$ cat config.mk
export PLATFORM = sky130hd
export DESIGN_NAME = io_controller
export DESIGN_NICKNAME = d
export VERILOG_FILES = /design/src/io_pkg.sv /design/src/io_controller.sv /design/src/lcd_module.sv /design/src/spi_master.sv /design/src/uart.sv
export VERILOG_INCLUDE_DIRS = /design/src
export SDC_FILE = /design/constraint.sdc
export NUM_CORES = 1
export LEC_CHECK = 0
export ABC_AREA = 1
export BUFFER_PORTS_ARGS = -buffer_cell sky130_fd_sc_hd__buf_2
export CORE_UTILIZATION = 40
export CTS_BUF_LIST = sky130_fd_sc_hd__clkbuf_8
export CTS_CLUSTER_DIAMETER = 60
export DETAILED_ROUTE_END_ITERATION = 12
export MAX_ROUTING_LAYER = met4
export SYNTH_ARGS = -nofsm -noshare
export SYNTH_HDL_FRONTEND = slang
export SYNTH_HIERARCHICAL = 1
export SYNTH_SLANG_ARGS = --single-unit
$ cat constraint.sdc
create_clock -name clk -period 2.9 [get_ports clk]
set_input_delay 0.145 -clock clk [delete_from_list [all_inputs] [get_ports clk]]
set_output_delay 0.145 -clock clk [all_outputs]
set_load 0.005 [all_outputs]
$ cat src/io_config.svh
`ifndef IO_CONFIG_SVH
`define IO_CONFIG_SVH

`define IO_CLK_HZ 50000000

// Clock cycles per UART bit, rounded down from the clock and baud rate.
`define UART0_DIVISOR (`IO_CLK_HZ / 115200)
`define UART1_DIVISOR (`IO_CLK_HZ / 57600)

`define SPI_HALF_PERIOD 4

// HD44780 bus timing at 50 MHz, in clock cycles.
`define LCD_SETUP_CYCLES 3
`define LCD_E_CYCLES 12
`define LCD_HOLD_CYCLES 3

`define IO_ADDR_W 11

`define UART0_LO 11'h000
`define UART0_HI 11'h007
`define UART1_LO 11'h008
`define UART1_HI 11'h00f
`define SW_LO 11'h010
`define SW_HI 11'h013
`define SPI_LO 11'h020
`define SPI_HI 11'h027
`define LCD_LO 11'h400
`define LCD_HI 11'h4ff

`endif
$ cat src/io_pkg.sv
package io_pkg;

  // UART registers are selected by address bit 2.
  // Offset 0 is the data byte and offset 1 is the status word.
  // The LCD register index is address bits 8:2, with 0 for a command,
  // 1 for a data byte and 2 for the display enable.

  // Write payload shared by every peripheral.
  typedef struct packed {
    logic [31:0] data;
    logic [3:0]  be;
  } io_wdata_t;

  // Low bits of the UART status word.
  typedef struct packed {
    logic rx_valid; // Bit 1.
    logic tx_busy;  // Bit 0.
  } uart_status_t;

  // SPI control register at offset 1.
  typedef struct packed {
    logic       wp_n;          // Bit 11, read only.
    logic       itd_backlight; // Bit 10.
    logic       itd_dc;        // Bit 9.
    logic       busy;          // Bit 8, read only.
    logic [7:0] selects;       // Active low chip selects.
  } spi_ctrl_t;

endpackage

$ cat src/io_controller.sv
`timescale 1ns/1ps
`include "io_config.svh"

module io_controller (
  input  logic                  clk,
  input  logic                  rst_n,
  input  logic                  read,
  input  logic                  write,
  input  logic [`IO_ADDR_W-1:0] address,
  input  logic [31:0]           data_in,
  input  logic [3:0]            be,
  output logic [31:0]           data_out,
  output logic                  lcd_e,
  output logic                  lcd_on,
  output logic                  lcd_rw,
  output logic                  lcd_rs,
  output logic [7:0]            lcd_data,
  output logic                  tx0,
  output logic                  tx1,
  input  logic                  rx0,
  input  logic                  miso,
  output logic                  mosi,
  output logic                  sclk,
  input  logic                  sd_wp_n,
  output logic [7:0]            spi_selects,
  output logic                  itd_backlight,
  output logic                  itd_dc,
  input  logic [15:0]           sw
);
  import io_pkg::*;

  io_wdata_t   wdata;
  logic        sel_uart0, sel_uart1, sel_sw, sel_spi, sel_lcd;
  logic [31:0] uart0_rdata, uart1_rdata, spi_rdata, lcd_rdata;

  function automatic logic in_range(input logic [`IO_ADDR_W-1:0] a,
                                    input logic [`IO_ADDR_W-1:0] lo,
                                    input logic [`IO_ADDR_W-1:0] hi);
    return (a >= lo) && (a <= hi);
  endfunction

  assign wdata = '{data: data_in, be: be};

  assign sel_uart0 = in_range(address, `UART0_LO, `UART0_HI);
  assign sel_uart1 = in_range(address, `UART1_LO, `UART1_HI);
  assign sel_sw    = in_range(address, `SW_LO, `SW_HI);
  assign sel_spi   = in_range(address, `SPI_LO, `SPI_HI);
  assign sel_lcd   = in_range(address, `LCD_LO, `LCD_HI);

  always_comb begin
    data_out = '0; // Unmapped addresses read as zero.
    if (sel_uart0) data_out = uart0_rdata;
    else if (sel_uart1) data_out = uart1_rdata;
    else if (sel_sw) data_out = {16'h0000, sw};
    else if (sel_spi) data_out = spi_rdata;
    else if (sel_lcd) data_out = lcd_rdata;
  end

  uart #(.divisor(`UART0_DIVISOR)) uart0 (
    .clk(clk), .rst_n(rst_n), .select(sel_uart0 && (read || write)),
    .write(sel_uart0 && write), .address(address[2]), .wdata(wdata),
    .data_out(uart0_rdata), .rx(rx0), .tx(tx0));

  uart #(.divisor(`UART1_DIVISOR)) uart1 (
    .clk(clk), .rst_n(rst_n), .select(sel_uart1 && (read || write)),
    .write(sel_uart1 && write), .address(address[2]), .wdata(wdata),
    .data_out(uart1_rdata), .rx(1'b1), .tx(tx1)); // Transmit only, so rx idles high.

  spi_master spi0 (
    .clk(clk), .rst_n(rst_n), .read(sel_spi && read), .write(sel_spi && write),
    .address(address[2]), .wdata(wdata), .data_out(spi_rdata), .miso(miso),
    .mosi(mosi), .sclk(sclk), .selects(spi_selects), .wp_n(sd_wp_n),
    .itd({itd_backlight, itd_dc}));

  lcd_module lcd0 (
    .clk(clk), .rst_n(rst_n), .read(sel_lcd && read), .write(sel_lcd && write),
    .address(address[8:2]), .wdata(wdata), .readdata(lcd_rdata), .e(lcd_e),
    .rs(lcd_rs), .on(lcd_on), .rw(lcd_rw), .data_out(lcd_data));

  // The region bounds never overlap, so at most one peripheral sees a strobe.
  assert property (@(posedge clk) disable iff (!rst_n)
    $onehot0({sel_uart0, sel_uart1, sel_sw, sel_spi, sel_lcd}));

endmodule

$ cat src/lcd_module.sv
`timescale 1ns/1ps
`include "io_config.svh"

module lcd_module (
  input  logic              clk,
  input  logic              rst_n,
  input  logic              read,
  input  logic              write,
  input  logic [6:0]        address,
  input  io_pkg::io_wdata_t wdata,
  output logic [31:0]       readdata,
  output logic              e,
  output logic              rs,
  output logic              on,
  output logic              rw,
  output logic [7:0]        data_out
);
  localparam int setup_c  = `LCD_SETUP_CYCLES;
  localparam int strobe_c = `LCD_E_CYCLES;
  localparam int hold_c   = `LCD_HOLD_CYCLES;
  localparam int max_c    = (setup_c > strobe_c) ?
                            ((setup_c > hold_c) ? setup_c : hold_c) :
                            ((strobe_c > hold_c) ? strobe_c : hold_c);
  localparam int cnt_w    = $clog2(max_c + 1);

  localparam logic [1:0] ph_setup  = 2'd0;
  localparam logic [1:0] ph_strobe = 2'd1;
  localparam logic [1:0] ph_hold   = 2'd2;

  logic             busy;
  logic [1:0]       phase;
  logic [cnt_w-1:0] cnt;
  logic             bus_wr;
  logic             on_wr;

  assign bus_wr = write && wdata.be[0] && !busy && (address[6:1] == 6'd0);
  assign on_wr  = write && wdata.be[0] && !busy && (address == 7'd2);

  always_ff @(posedge clk or negedge rst_n) begin
    if (!rst_n) begin
      busy  <= 1'b0;
      phase <= ph_setup;
      cnt   <= '0;
      e     <= 1'b0;
      on    <= 1'b0;
    end else begin
      if (on_wr) on <= wdata.data[0];
      if (bus_wr) begin
        busy  <= 1'b1;
        phase <= ph_setup;
        cnt   <= cnt_w'(setup_c - 1);
      end else if (busy) begin
        if (cnt != '0) begin
          cnt <= cnt - 1'b1;
        end else begin
          case (phase)
            ph_setup: begin
              e     <= 1'b1;
              phase <= ph_strobe;
              cnt   <= cnt_w'(strobe_c - 1);
            end
            ph_strobe: begin
              e     <= 1'b0; // The controller latches the byte on this falling edge.
              phase <= ph_hold;
              cnt   <= cnt_w'(hold_c - 1);
            end
            default: busy <= 1'b0;
          endcase
        end
      end
    end
  end

  always_ff @(posedge clk) begin
    if (bus_wr) begin
      data_out <= wdata.data[7:0];
      rs       <= address[0]; // Index 1 carries display data.
    end
  end

  assign rw       = 1'b0;
  assign readdata = read ? {30'b0, on, busy} : '0;

  // Bus lines stay put for the whole enable pulse.
  assert property (@(posedge clk) disable iff (!rst_n)
    e && $past(e) |-> $stable(data_out) && $stable(rs));

endmodule

$ cat src/spi_master.sv
`timescale 1ns/1ps
`include "io_config.svh"

module spi_master (
  input  logic              clk,
  input  logic              rst_n,
  input  logic              read,
  input  logic              write,
  input  logic              address,
  input  io_pkg::io_wdata_t wdata,
  output logic [31:0]       data_out,
  input  logic              miso,
  output logic              mosi,
  output logic              sclk,
  output logic [7:0]        selects,
  input  logic              wp_n,
  output logic [1:0]        itd
);
  import io_pkg::*;

  localparam int                half_w    = $clog2(`SPI_HALF_PERIOD + 1);
  localparam logic [half_w-1:0] half_last = half_w'(`SPI_HALF_PERIOD - 1);

  logic [half_w-1:0] half_cnt;
  logic [2:0]        bit_cnt;
  logic [7:0]        tx_shift;
  logic [7:0]        rx_shift;
  logic              busy;
  logic              itd_dc;
  logic              itd_backlight;
  logic              half_tick;
  logic              start;
  logic              ctrl_wr;
  spi_ctrl_t         ctrl_in;
  spi_ctrl_t         ctrl;

  assign ctrl_in   = spi_ctrl_t'(wdata.data[11:0]);
  assign start     = write && !address && wdata.be[0] && !busy;
  assign ctrl_wr   = write && address && !busy; // Selects never change mid transfer.
  assign half_tick = busy && (half_cnt == half_last);

  always_ff @(posedge clk or negedge rst_n) begin
    if (!rst_n) begin
      selects       <= '1;
      itd_dc        <= 1'b0;
      itd_backlight <= 1'b0;
    end else if (ctrl_wr) begin
      if (wdata.be[0]) selects <= ctrl_in.selects;
      if (wdata.be[1]) begin
        itd_dc        <= ctrl_in.itd_dc;
        itd_backlight <= ctrl_in.itd_backlight;
      end
    end
  end

  always_ff @(posedge clk or negedge rst_n) begin
    if (!rst_n) begin
      busy     <= 1'b0;
      sclk     <= 1'b0;
      half_cnt <= '0;
      bit_cnt  <= '0;
      tx_shift <= '0;
    end else if (start) begin
      busy     <= 1'b1;
      sclk     <= 1'b0;
      half_cnt <= '0;
      bit_cnt  <= '0;
      tx_shift <= wdata.data[7:0]; // Bit 7 is on mosi before the first rising edge.
    end else if (half_tick) begin
      half_cnt <= '0;
      sclk     <= !sclk;
      if (sclk) begin
        tx_shift <= {tx_shift[6:0], 1'b0};
        bit_cnt  <= bit_cnt + 3'd1;
        if (bit_cnt == 3'd7) busy <= 1'b0;
      end
    end else if (busy) begin
      half_cnt <= half_cnt + 1'b1;
    end
  end

  always_ff @(posedge clk) begin
    if (half_tick && !sclk) rx_shift <= {rx_shift[6:0], miso}; // Sampled as sclk rises.
  end

  assign mosi = tx_shift[7];
  assign itd  = {itd_backlight, itd_dc};

  assign ctrl = '{wp_n: wp_n, itd_backlight: itd_backlight, itd_dc: itd_dc,
                  busy: busy, selects: selects};

  always_comb begin
    data_out = '0;
    if (read) data_out = address ? {20'b0, ctrl} : {24'b0, rx_shift};
  end

  // Mode 0 keeps the clock at its idle level between transfers.
  assert property (@(posedge clk) disable iff (!rst_n) !busy |-> !sclk);

endmodule

$ cat src/uart.sv
`timescale 1ns/1ps
`include "io_config.svh"

module uart #(
  parameter int divisor = `UART0_DIVISOR
) (
  input  logic              clk,
  input  logic              rst_n,
  input  logic              select,
  input  logic              write,
  input  logic              address,
  input  io_pkg::io_wdata_t wdata,
  output logic [31:0]       data_out,
  input  logic              rx,
  output logic              tx
);
  import io_pkg::*;

  localparam int               cnt_w     = $clog2(divisor + 1);
  localparam logic [cnt_w-1:0] bit_last  = cnt_w'(divisor - 1);
  localparam logic [cnt_w-1:0] half_last = cnt_w'(divisor / 2 - 1);

  logic [9:0]       tx_shift;
  logic [3:0]       tx_bits;
  logic [cnt_w-1:0] tx_baud;
  logic             tx_busy;
  logic             tx_go;

  logic             rx_meta;
  logic             rx_sync;
  logic             rx_active;
  logic [3:0]       rx_bits;
  logic [cnt_w-1:0] rx_baud;
  logic [7:0]       rx_shift;
  logic [7:0]       rx_data;
  logic             rx_valid;
  logic             rx_tick;
  logic             rx_done;
  logic             rx_clear;
  uart_status_t     status;

  assign tx_go    = select && write && !address && wdata.be[0] && !tx_busy;
  assign rx_clear = select && !write && !address; // Reading the data byte acknowledges it.
  assign rx_tick  = rx_active && (rx_baud == '0);
  assign rx_done  = rx_tick && (rx_bits == 4'd9) && rx_sync;

  always_ff @(posedge clk or negedge rst_n) begin
    if (!rst_n) begin
      tx_shift <= '1;
      tx_bits  <= '0;
      tx_baud  <= '0;
      tx_busy  <= 1'b0;
    end else if (tx_go) begin
      tx_shift <= {1'b1, wdata.data[7:0], 1'b0}; // Stop, data LSB first, start.
      tx_bits  <= '0;
      tx_baud  <= '0;
      tx_busy  <= 1'b1;
    end else if (tx_busy) begin
      if (tx_baud == bit_last) begin
        tx_baud  <= '0;
        tx_shift <= {1'b1, tx_shift[9:1]};
        if (tx_bits == 4'd9) tx_busy <= 1'b0;
        else tx_bits <= tx_bits + 4'd1;
      end else begin
        tx_baud <= tx_baud + 1'b1;
      end
    end
  end

  assign tx = tx_shift[0];

  always_ff @(posedge clk or negedge rst_n) begin
    if (!rst_n) begin
      rx_meta   <= 1'b1;
      rx_sync   <= 1'b1;
      rx_active <= 1'b0;
      rx_bits   <= '0;
      rx_baud   <= '0;
      rx_valid  <= 1'b0;
    end else begin
      rx_meta <= rx;
      rx_sync <= rx_meta;
      if (!rx_active) begin
        if (!rx_sync) begin
          rx_active <= 1'b1;
          rx_bits   <= '0;
          rx_baud   <= half_last; // First sample lands mid start bit.
        end
      end else if (rx_tick) begin
        rx_baud <= bit_last;
        if ((rx_bits == 4'd0 && rx_sync) || rx_bits == 4'd9) rx_active <= 1'b0;
        else rx_bits <= rx_bits + 4'd1;
      end else begin
        rx_baud <= rx_baud - 1'b1;
      end
      if (rx_done) rx_valid <= 1'b1;
      else if (rx_clear) rx_valid <= 1'b0;
    end
  end

  always_ff @(posedge clk) begin
    if (rx_tick && rx_bits != 4'd0 && rx_bits != 4'd9) rx_shift <= {rx_sync, rx_shift[7:1]};
    if (rx_done) rx_data <= rx_shift; // A newer byte replaces an unread one.
  end

  assign status   = '{rx_valid: rx_valid, tx_busy: tx_busy};
  assign data_out = address ? {30'b0, status} : {24'b0, rx_data};

  // A frame is loaded only with the line idle, and the start bit follows at once.
  assert property (@(posedge clk) disable iff (!rst_n)
    tx_go |-> tx ##1 (tx_busy && !tx));

endmodule

==> results of run 1 <==
[flip-flops by register name, indices dropped and copies added (netlist names), 8 cells and up]
name            count
lcd0/data_out       8
spi0/rx_shift       8
spi0/selects        8
spi0/tx_shift       8
uart0/rx_baud       9
uart0/rx_data       8
uart0/rx_shift      8
uart0/tx_baud       9
uart0/tx_shift      9
uart1/rx_baud      10
uart1/rx_data       8
uart1/rx_shift      8
uart1/tx_baud      10
uart1/tx_shift      9
[routing by layer]
layer | wire length, µm | global-route usage
met5 | 0 | -
met4 | 376 | 0.0572
met1 | 11700 | 0.259
met3 | 1030 | 0.0301
met2 | 10100 | 0.283
[placed cells by master, fill, tap and decap left out, types with 12 or more instances in the layout]
cell type        n
a21oi_1         26
edfxtp_1        49
o21ai_0         36
buf_4           14
inv_1          133
buf_2           83
xor2_1          14
dfstp_2         30
ha_1            20
nor2_1         112
dlygate4sd3_1   12
dfrtp_1         87
conb_1         100
nand3_1        119
clkbuf_8        18
nand3b_1        27
nand2_1        413
nand4_1         52
[area by class of cell]
class | instances | area [µm²] | share of cell area
Multi-Input combinational cell | 997 | 4830 | 0.430
Clock buffer | 18 | 248 | 0.0220
Timing Repair Buffer | 110 | 661 | 0.0587
Inverter | 141 | 539 | 0.0479
Clock inverter | 13 | 120 | 0.0107
Tap cell | 330 | 413 | 0.0367
Sequential cell | 166 | 4440 | 0.394
[power groups by stage]
stage	clock network (mW)	logic, mW	registers, mW
3_3_place_gp	0	0.287	2.50
2_1_floorplan	0	0.252	2.50
6_report	1.57	0.303	2.46
3_5_place_dp	0	0.291	2.51
4_1_cts	1.63	0.305	2.46
5_1_grt	1.74	0.349	2.46
[metrics by stage]
stage | area, µm² | power (mW) | hold slack (ns) | util
3_5_place_dp | 10800 | 2.80 | 0.233 | 0.423
5_1_grt | 11300 | 4.55 | 0.0603 | 0.442
2_1_floorplan | 10800 | 2.75 | -0.151 | -
6_report | 11300 | 4.33 | 0.0751 | 0.442
3_3_place_gp | 10800 | 2.79 | 0.236 | 0.423
4_1_cts | 11300 | 4.39 | 0.0400 | 0.442
[synth_stat cells, types with 13 or more instances]
cell type    n  share of area
o21ai_0     36          0.017
nor2_1     112          0.040
buf_4      111          0.080
dfstp_2     30          0.075
ha_1        20          0.024
edfxtp_1    49           0.14
nand3b_1    27          0.019
a21oi_1     26          0.012
buf_2       13         0.0062
dfrtp_1     87           0.21
nand4_1     52          0.031
nand3_1    119          0.057
xor2_1      14          0.012
nand2_1    413           0.15
inv_1      129          0.046
[final timing paths]
kind / slack (ns) / from / cells past startpoint / end
max: 0.72 / address[8] / 13 / data_out[0]
min: 0.08 / be[1] / 5 / spi0/itd_backlight
max reg2reg: 0.93 / uart0/rx_baud[0] / 6 / uart0/rx_data[0]
min reg2reg: 0.36 / uart1/rx_meta / 0 / uart1/rx_sync
max in group asynchronous: 1.88 / rst_n / 3 / spi0/selects[3]
min in group asynchronous: 0.27 / rst_n / 2 / uart1/tx_baud[0]
[cells by family after synthesis]
kind of cell / count (synthesis)
xor gates and xnor gates: 19
AOI/OAI and AO/OA: 83
DFF: 166
other: 5
adders and majority gates: 20
buffers and inverters: 277
and+or+nand+nor: 775
[worst reg2reg max path, stage by stage (launching register included)]
cell and delay, ns:
dfrtp_1 0.40, inv_1 0.08, ha_1 0.22, nand2_1 0.07, nor2_1 0.08, nand3_1 0.19
nor2_1 0.56
[repair_timing]
item | CTS | global route
setup endpoints to repair | 0 | 0
hold endpoints to repair | 54 | 0
hold buffers | 12 | 0
==> flow_summary.toml, run 1 <==
[run_status]
status = "finished clean"

[power]
clockPowerShare = 0.362
power_frac_seq = 0.568
p_sw_frac = 0.238
power_frac_comb = 0.070
vdd_drop_max_mv = 0.293
p_int_mw = 3.30
power_switching_mw = 1.03
p_per_area_nw_per_um2 = 385
p_leak_nw = 5.67

[yosys]
async_flop_share = 0.705
synth-compound-area-share = 0.0449
synth_top_family_by_area = "simple AND/OR/NAND/NOR gates"
synth_flop_cell = "dfrtp_1"
synth_edf_count = 49
synthAdderAreaFrac = 0.0239
syn_inst = 1345
synth.area.mux_share = 0
seq_area_frac_synth = 0.423
synth_area_um2 = 10500
ys_warn_count = 6
synthXorXnorAreaFrac = 0.0159
synth_area_per_cell_um2 = 7.79
ys_types = 50
synth-simple-area-share = 0.341
synth-seq-cells = 166

[timing]
slew_headroom = 0.511
hold_violations = 0
rsz0062_at_grt = "no"
post-route-period-util = 0.753
skew_ns = 0.0165
slew_viol_final = 0
setup-tns-final_ns = 0
fin_ws_ns = 0.715
period_minus_slack_ns = 2.18
setup_viol = 0
worstMarginPinSlew_ns = 0.733
max_freq_ghz = 0.458

[cells_and_area]
n_fill_cell = 2641
instances_no_fill = 1775
layout.nets = 1523
layout-area-overhead-vs-synth_pct = 7.38
final_layout_size_suffix_gt1_frac = 0.149
diodes = 0

[setup_path]
crit_arrival_ns = 2.04
end_kind = "output pin"
required_ns = 2.76
crit_chain = "buf_2 > nor2_1 > nand2_1 > inv_2 > nand2_1 > nor2_1 > o21ai_0 > a21oi_1 > nand3_1 > nand4_1 > nand2_1 > nand2_1 > buf_2"
crit_fanout = 9
startpoint_type = "input pin"
critical_path_class = "input pin to output pin"
critPathMaxStageDelay_ns = 0.42
crit_family = "simple AND/OR/NAND/NOR gates"
crit_top_cell = "nand2_1"
crit_slowest_cell = "nor2_1"
critPathBufInv = 3

[global_route]
grt.overflow.total = 0
antenna_found_initial = 0
grt_use_total = 0.188
grt_pass1_wl_um = 38300
grt_start_max_net_pins = 52
grt_pass1_vias = 7640

[route]
vias_per_cell = 4.68
drt_wl_total_um = 23200
vias = 8305
drc_errors = 0
drt_pass1_iterations = 5
drt_iter0_drc = 486
routedWlPerCell_um = 13.1
ant_nets = 0

[clock_tree]
clk_path_buf_depth = 2
numClockSinks = 166
clk_pin_slew_ns = 0.08
cts_tree = "yes"
cts_buffers = 17
cts.repair.resized = 0
cts.htree.levels = 4
cts_root_buffer = "clkbuf_8"
clk_latency_ns = 0.45
cts_setup_buffers = 0

[floorplanning]
num_rows = 58
die_area_um2 = 26800
core_um2 = 25500
die_y_um = 164
num_io_pins = 128
die_w_um = 164
initial_utilization = 0.411

[min_path]
hp-class = "input pin to flop"

[flow_run]
max_cap_viol_count = 0

[placement]
io_buffers = 84
dp_cells = 1732
dp_slack_ns = 0.646
dp_hpwl_um = 17000
gp_congestion = 0.815
Note: power is estimated with default switching activity, not from simulation.
==> inputs of run 2 (changes only) <==
==> constraint.sdc (replaced) <==
create_clock -name clk -period 1.9 [get_ports clk]
set_input_delay 0.095 -clock clk [delete_from_list [all_inputs] [get_ports clk]]
set_output_delay 0.095 -clock clk [all_outputs]
set_load 0.005 [all_outputs]
==> run 2 against run 1 <==
Via count is 2.3% higher. Global-route usage increased by 0.46 points. Non-clock buffer count rose by 50. Clock-buffer cell count increased by 1. Worst setup slack got worse by 0.60 ns. Sequential share of layout area decreased by 1.7 points. Hold slack got worse by 0.049 ns. Total power is 57% higher. Final area rose by 4.6%. First-iteration DRC count is 31% higher. Utilization rose by 2.0 points.
==> flow_summary.toml, run 2 (synthesis results as in run 1) <==
[clock_tree]
cts_tree = "yes"
cts_root_buffer = "clkbuf_8"
cts_buffers = 17
cts.htree.levels = 4
clk_path_buf_depth = 2
numClockSinks = 166
clk_pin_slew_ns = 0.09
clk_latency_ns = 0.45

[placement]
io_buffers = 84
gp_congestion = 0.819
place_area_um2 = 11200
dp_cells = 1775
dp_hpwl_um = 17600
dp_slack_ns = -0.0642

[global_route]
grt_pass1_wl_um = 39200
grt_use_total = 0.192
grt.overflow.total = 0
grt_start_max_net_pins = 44
grt_pass1_vias = 7888
antenna_found_initial = 0

[route]
drc_errors = 0
drt_wl_total_um = 23800
drt_iter0_drc = 637
vias = 8495
routedWlPerCell_um = 13.1
ant_nets = 0
drt_pass1_iterations = 8
vias_per_cell = 4.65

[cells_and_area]
layout-area-overhead-vs-synth_pct = 12.3
layout.nets = 1573
design_area_um2 = 11800
instances_no_fill = 1826
final_layout_size_suffix_gt1_frac = 0.190
diodes = 0
n_fill_cell = 2531
final_cell_mix = "nand2_1 (411), inv_1 (127), nand3_1 (119), nor2_1 (110), conb_1 (100)"
multi_input_area_um2 = 4890
top_regs = "uart1/rx_baud: 10 flops, uart1/tx_baud: 10 flops"
final_common_cell = "nand2_1"
seq_area_um2 = 4440
utilization = 0.462

[power]
power.total_mw = 6.79
vdd_drop_max_mv = 0.351
p_per_area_nw_per_um2 = 577
p_leak_nw = 5.93

[flow_run]
max_cap_viol_count = 0

[floorplanning]
die_area_um2 = 26800
core_um2 = 25500
die_y_um = 164
initial_utilization = 0.411
die_w_um = 164
num_rows = 58
num_io_pins = 128

[timing]
hold_violations = 0
period_minus_slack_ns = 1.79
slew_headroom = 0.594
setup_viol = 0
max_freq_ghz = 0.560
skew_ns = 0.0170
fin_ws_ns = 0.113
fin_hold_ws_ns = 0.0260
setup-tns-final_ns = 0
worstMarginPinSlew_ns = 0.608
rsz0062_at_grt = "yes"
post-route-period-util = 0.941
slew_viol_final = 0

[setup_path]
critPathCapture = "data_out[6]"
r2r_slack_ns = 0.16
cp-startpoint = "spi0/selects[6]"
crit_fanout = 2
rr_endpoint = "uart1/rx_data[3]"
reg2regPathDepth = 9
required_ns = 1.80
crit_arrival_ns = 1.69
startpoint_type = "flop"
end_kind = "output pin"
r2r_start = "uart1/rx_baud[0]"
critical_path_class = "flop to output pin"

[run_status]
status = "finished clean"

[min_path]
hp-class = "input pin to flop"
## run 2: cell count changes in the layout (fill, tap and decap cells not counted), sizes merged
cell      change
buf          +50
clkbuf        +1
clkinvlp      -1
inv           +1
## run 2: worst max-delay path: stages, from the launching register on
cell	delay, ns
dfstp_2	0.54
inv_1	0.08
a21oi_2	0.18
nand3_1	0.10
nand4_1	0.11
nand2_1	0.07
nand2_1	0.05
buf_2	0.12
## run 2: worst min-delay path by stage
stage | startpoint | to | slack, ns | cells past startpoint
finish | data_in[0] | spi0/selects[0] | 0.03 | 3
global route | data_in[0] | lcd0/data_out[0] | 0.005 | 1
CTS | be[1] | spi0/itd_backlight | 0.006 | 5
detailed placement | rst_n | uart1/rx_baud[2] | 0.16 | 1
global placement | rst_n | uart1/rx_baud[0] | 0.15 | 1
floorplan | rst_n | lcd0/busy | -0.20 | 0
## run 2: report_power, final
part	internal (mW)	switching [mW]
Combinational	0.183	0.320
Sequential	3.72	0.0371
Clock	1.23	1.30
## run 2: layer usage
| metal | track usage | up-vias | wire (µm) |
|---|---|---|---|
| met5 | - | - | 0 |
| met4 | 0.0492 | 0 | 306 |
| met3 | 0.0285 | 28 | 1050 |
| met2 | 0.289 | 192 | 10400 |
| met1 | 0.271 | 3880 | 12100 |
| li1 | - | 4395 | - |
## run 2: area by class of cell
class                   instances  area share
repair buffers                160      0.0940
multi-input cells             997       0.415
clock inverters                13      0.0108
clock buffers                  19      0.0222
inverters                     141      0.0458
flip-flops and latches        166       0.377
well taps                     330      0.0351
## run 2: repair_timing
item / in CTS / in global routing
setup endpoints to repair: 1 / 12
buffers inserted: 0 / 6
pin swaps: 0 / 5
hold buffers: 12 / 0
gates cloned: 0 / 1
hold endpoints to repair: 54 / 0
gates resized for setup: 1 / 19
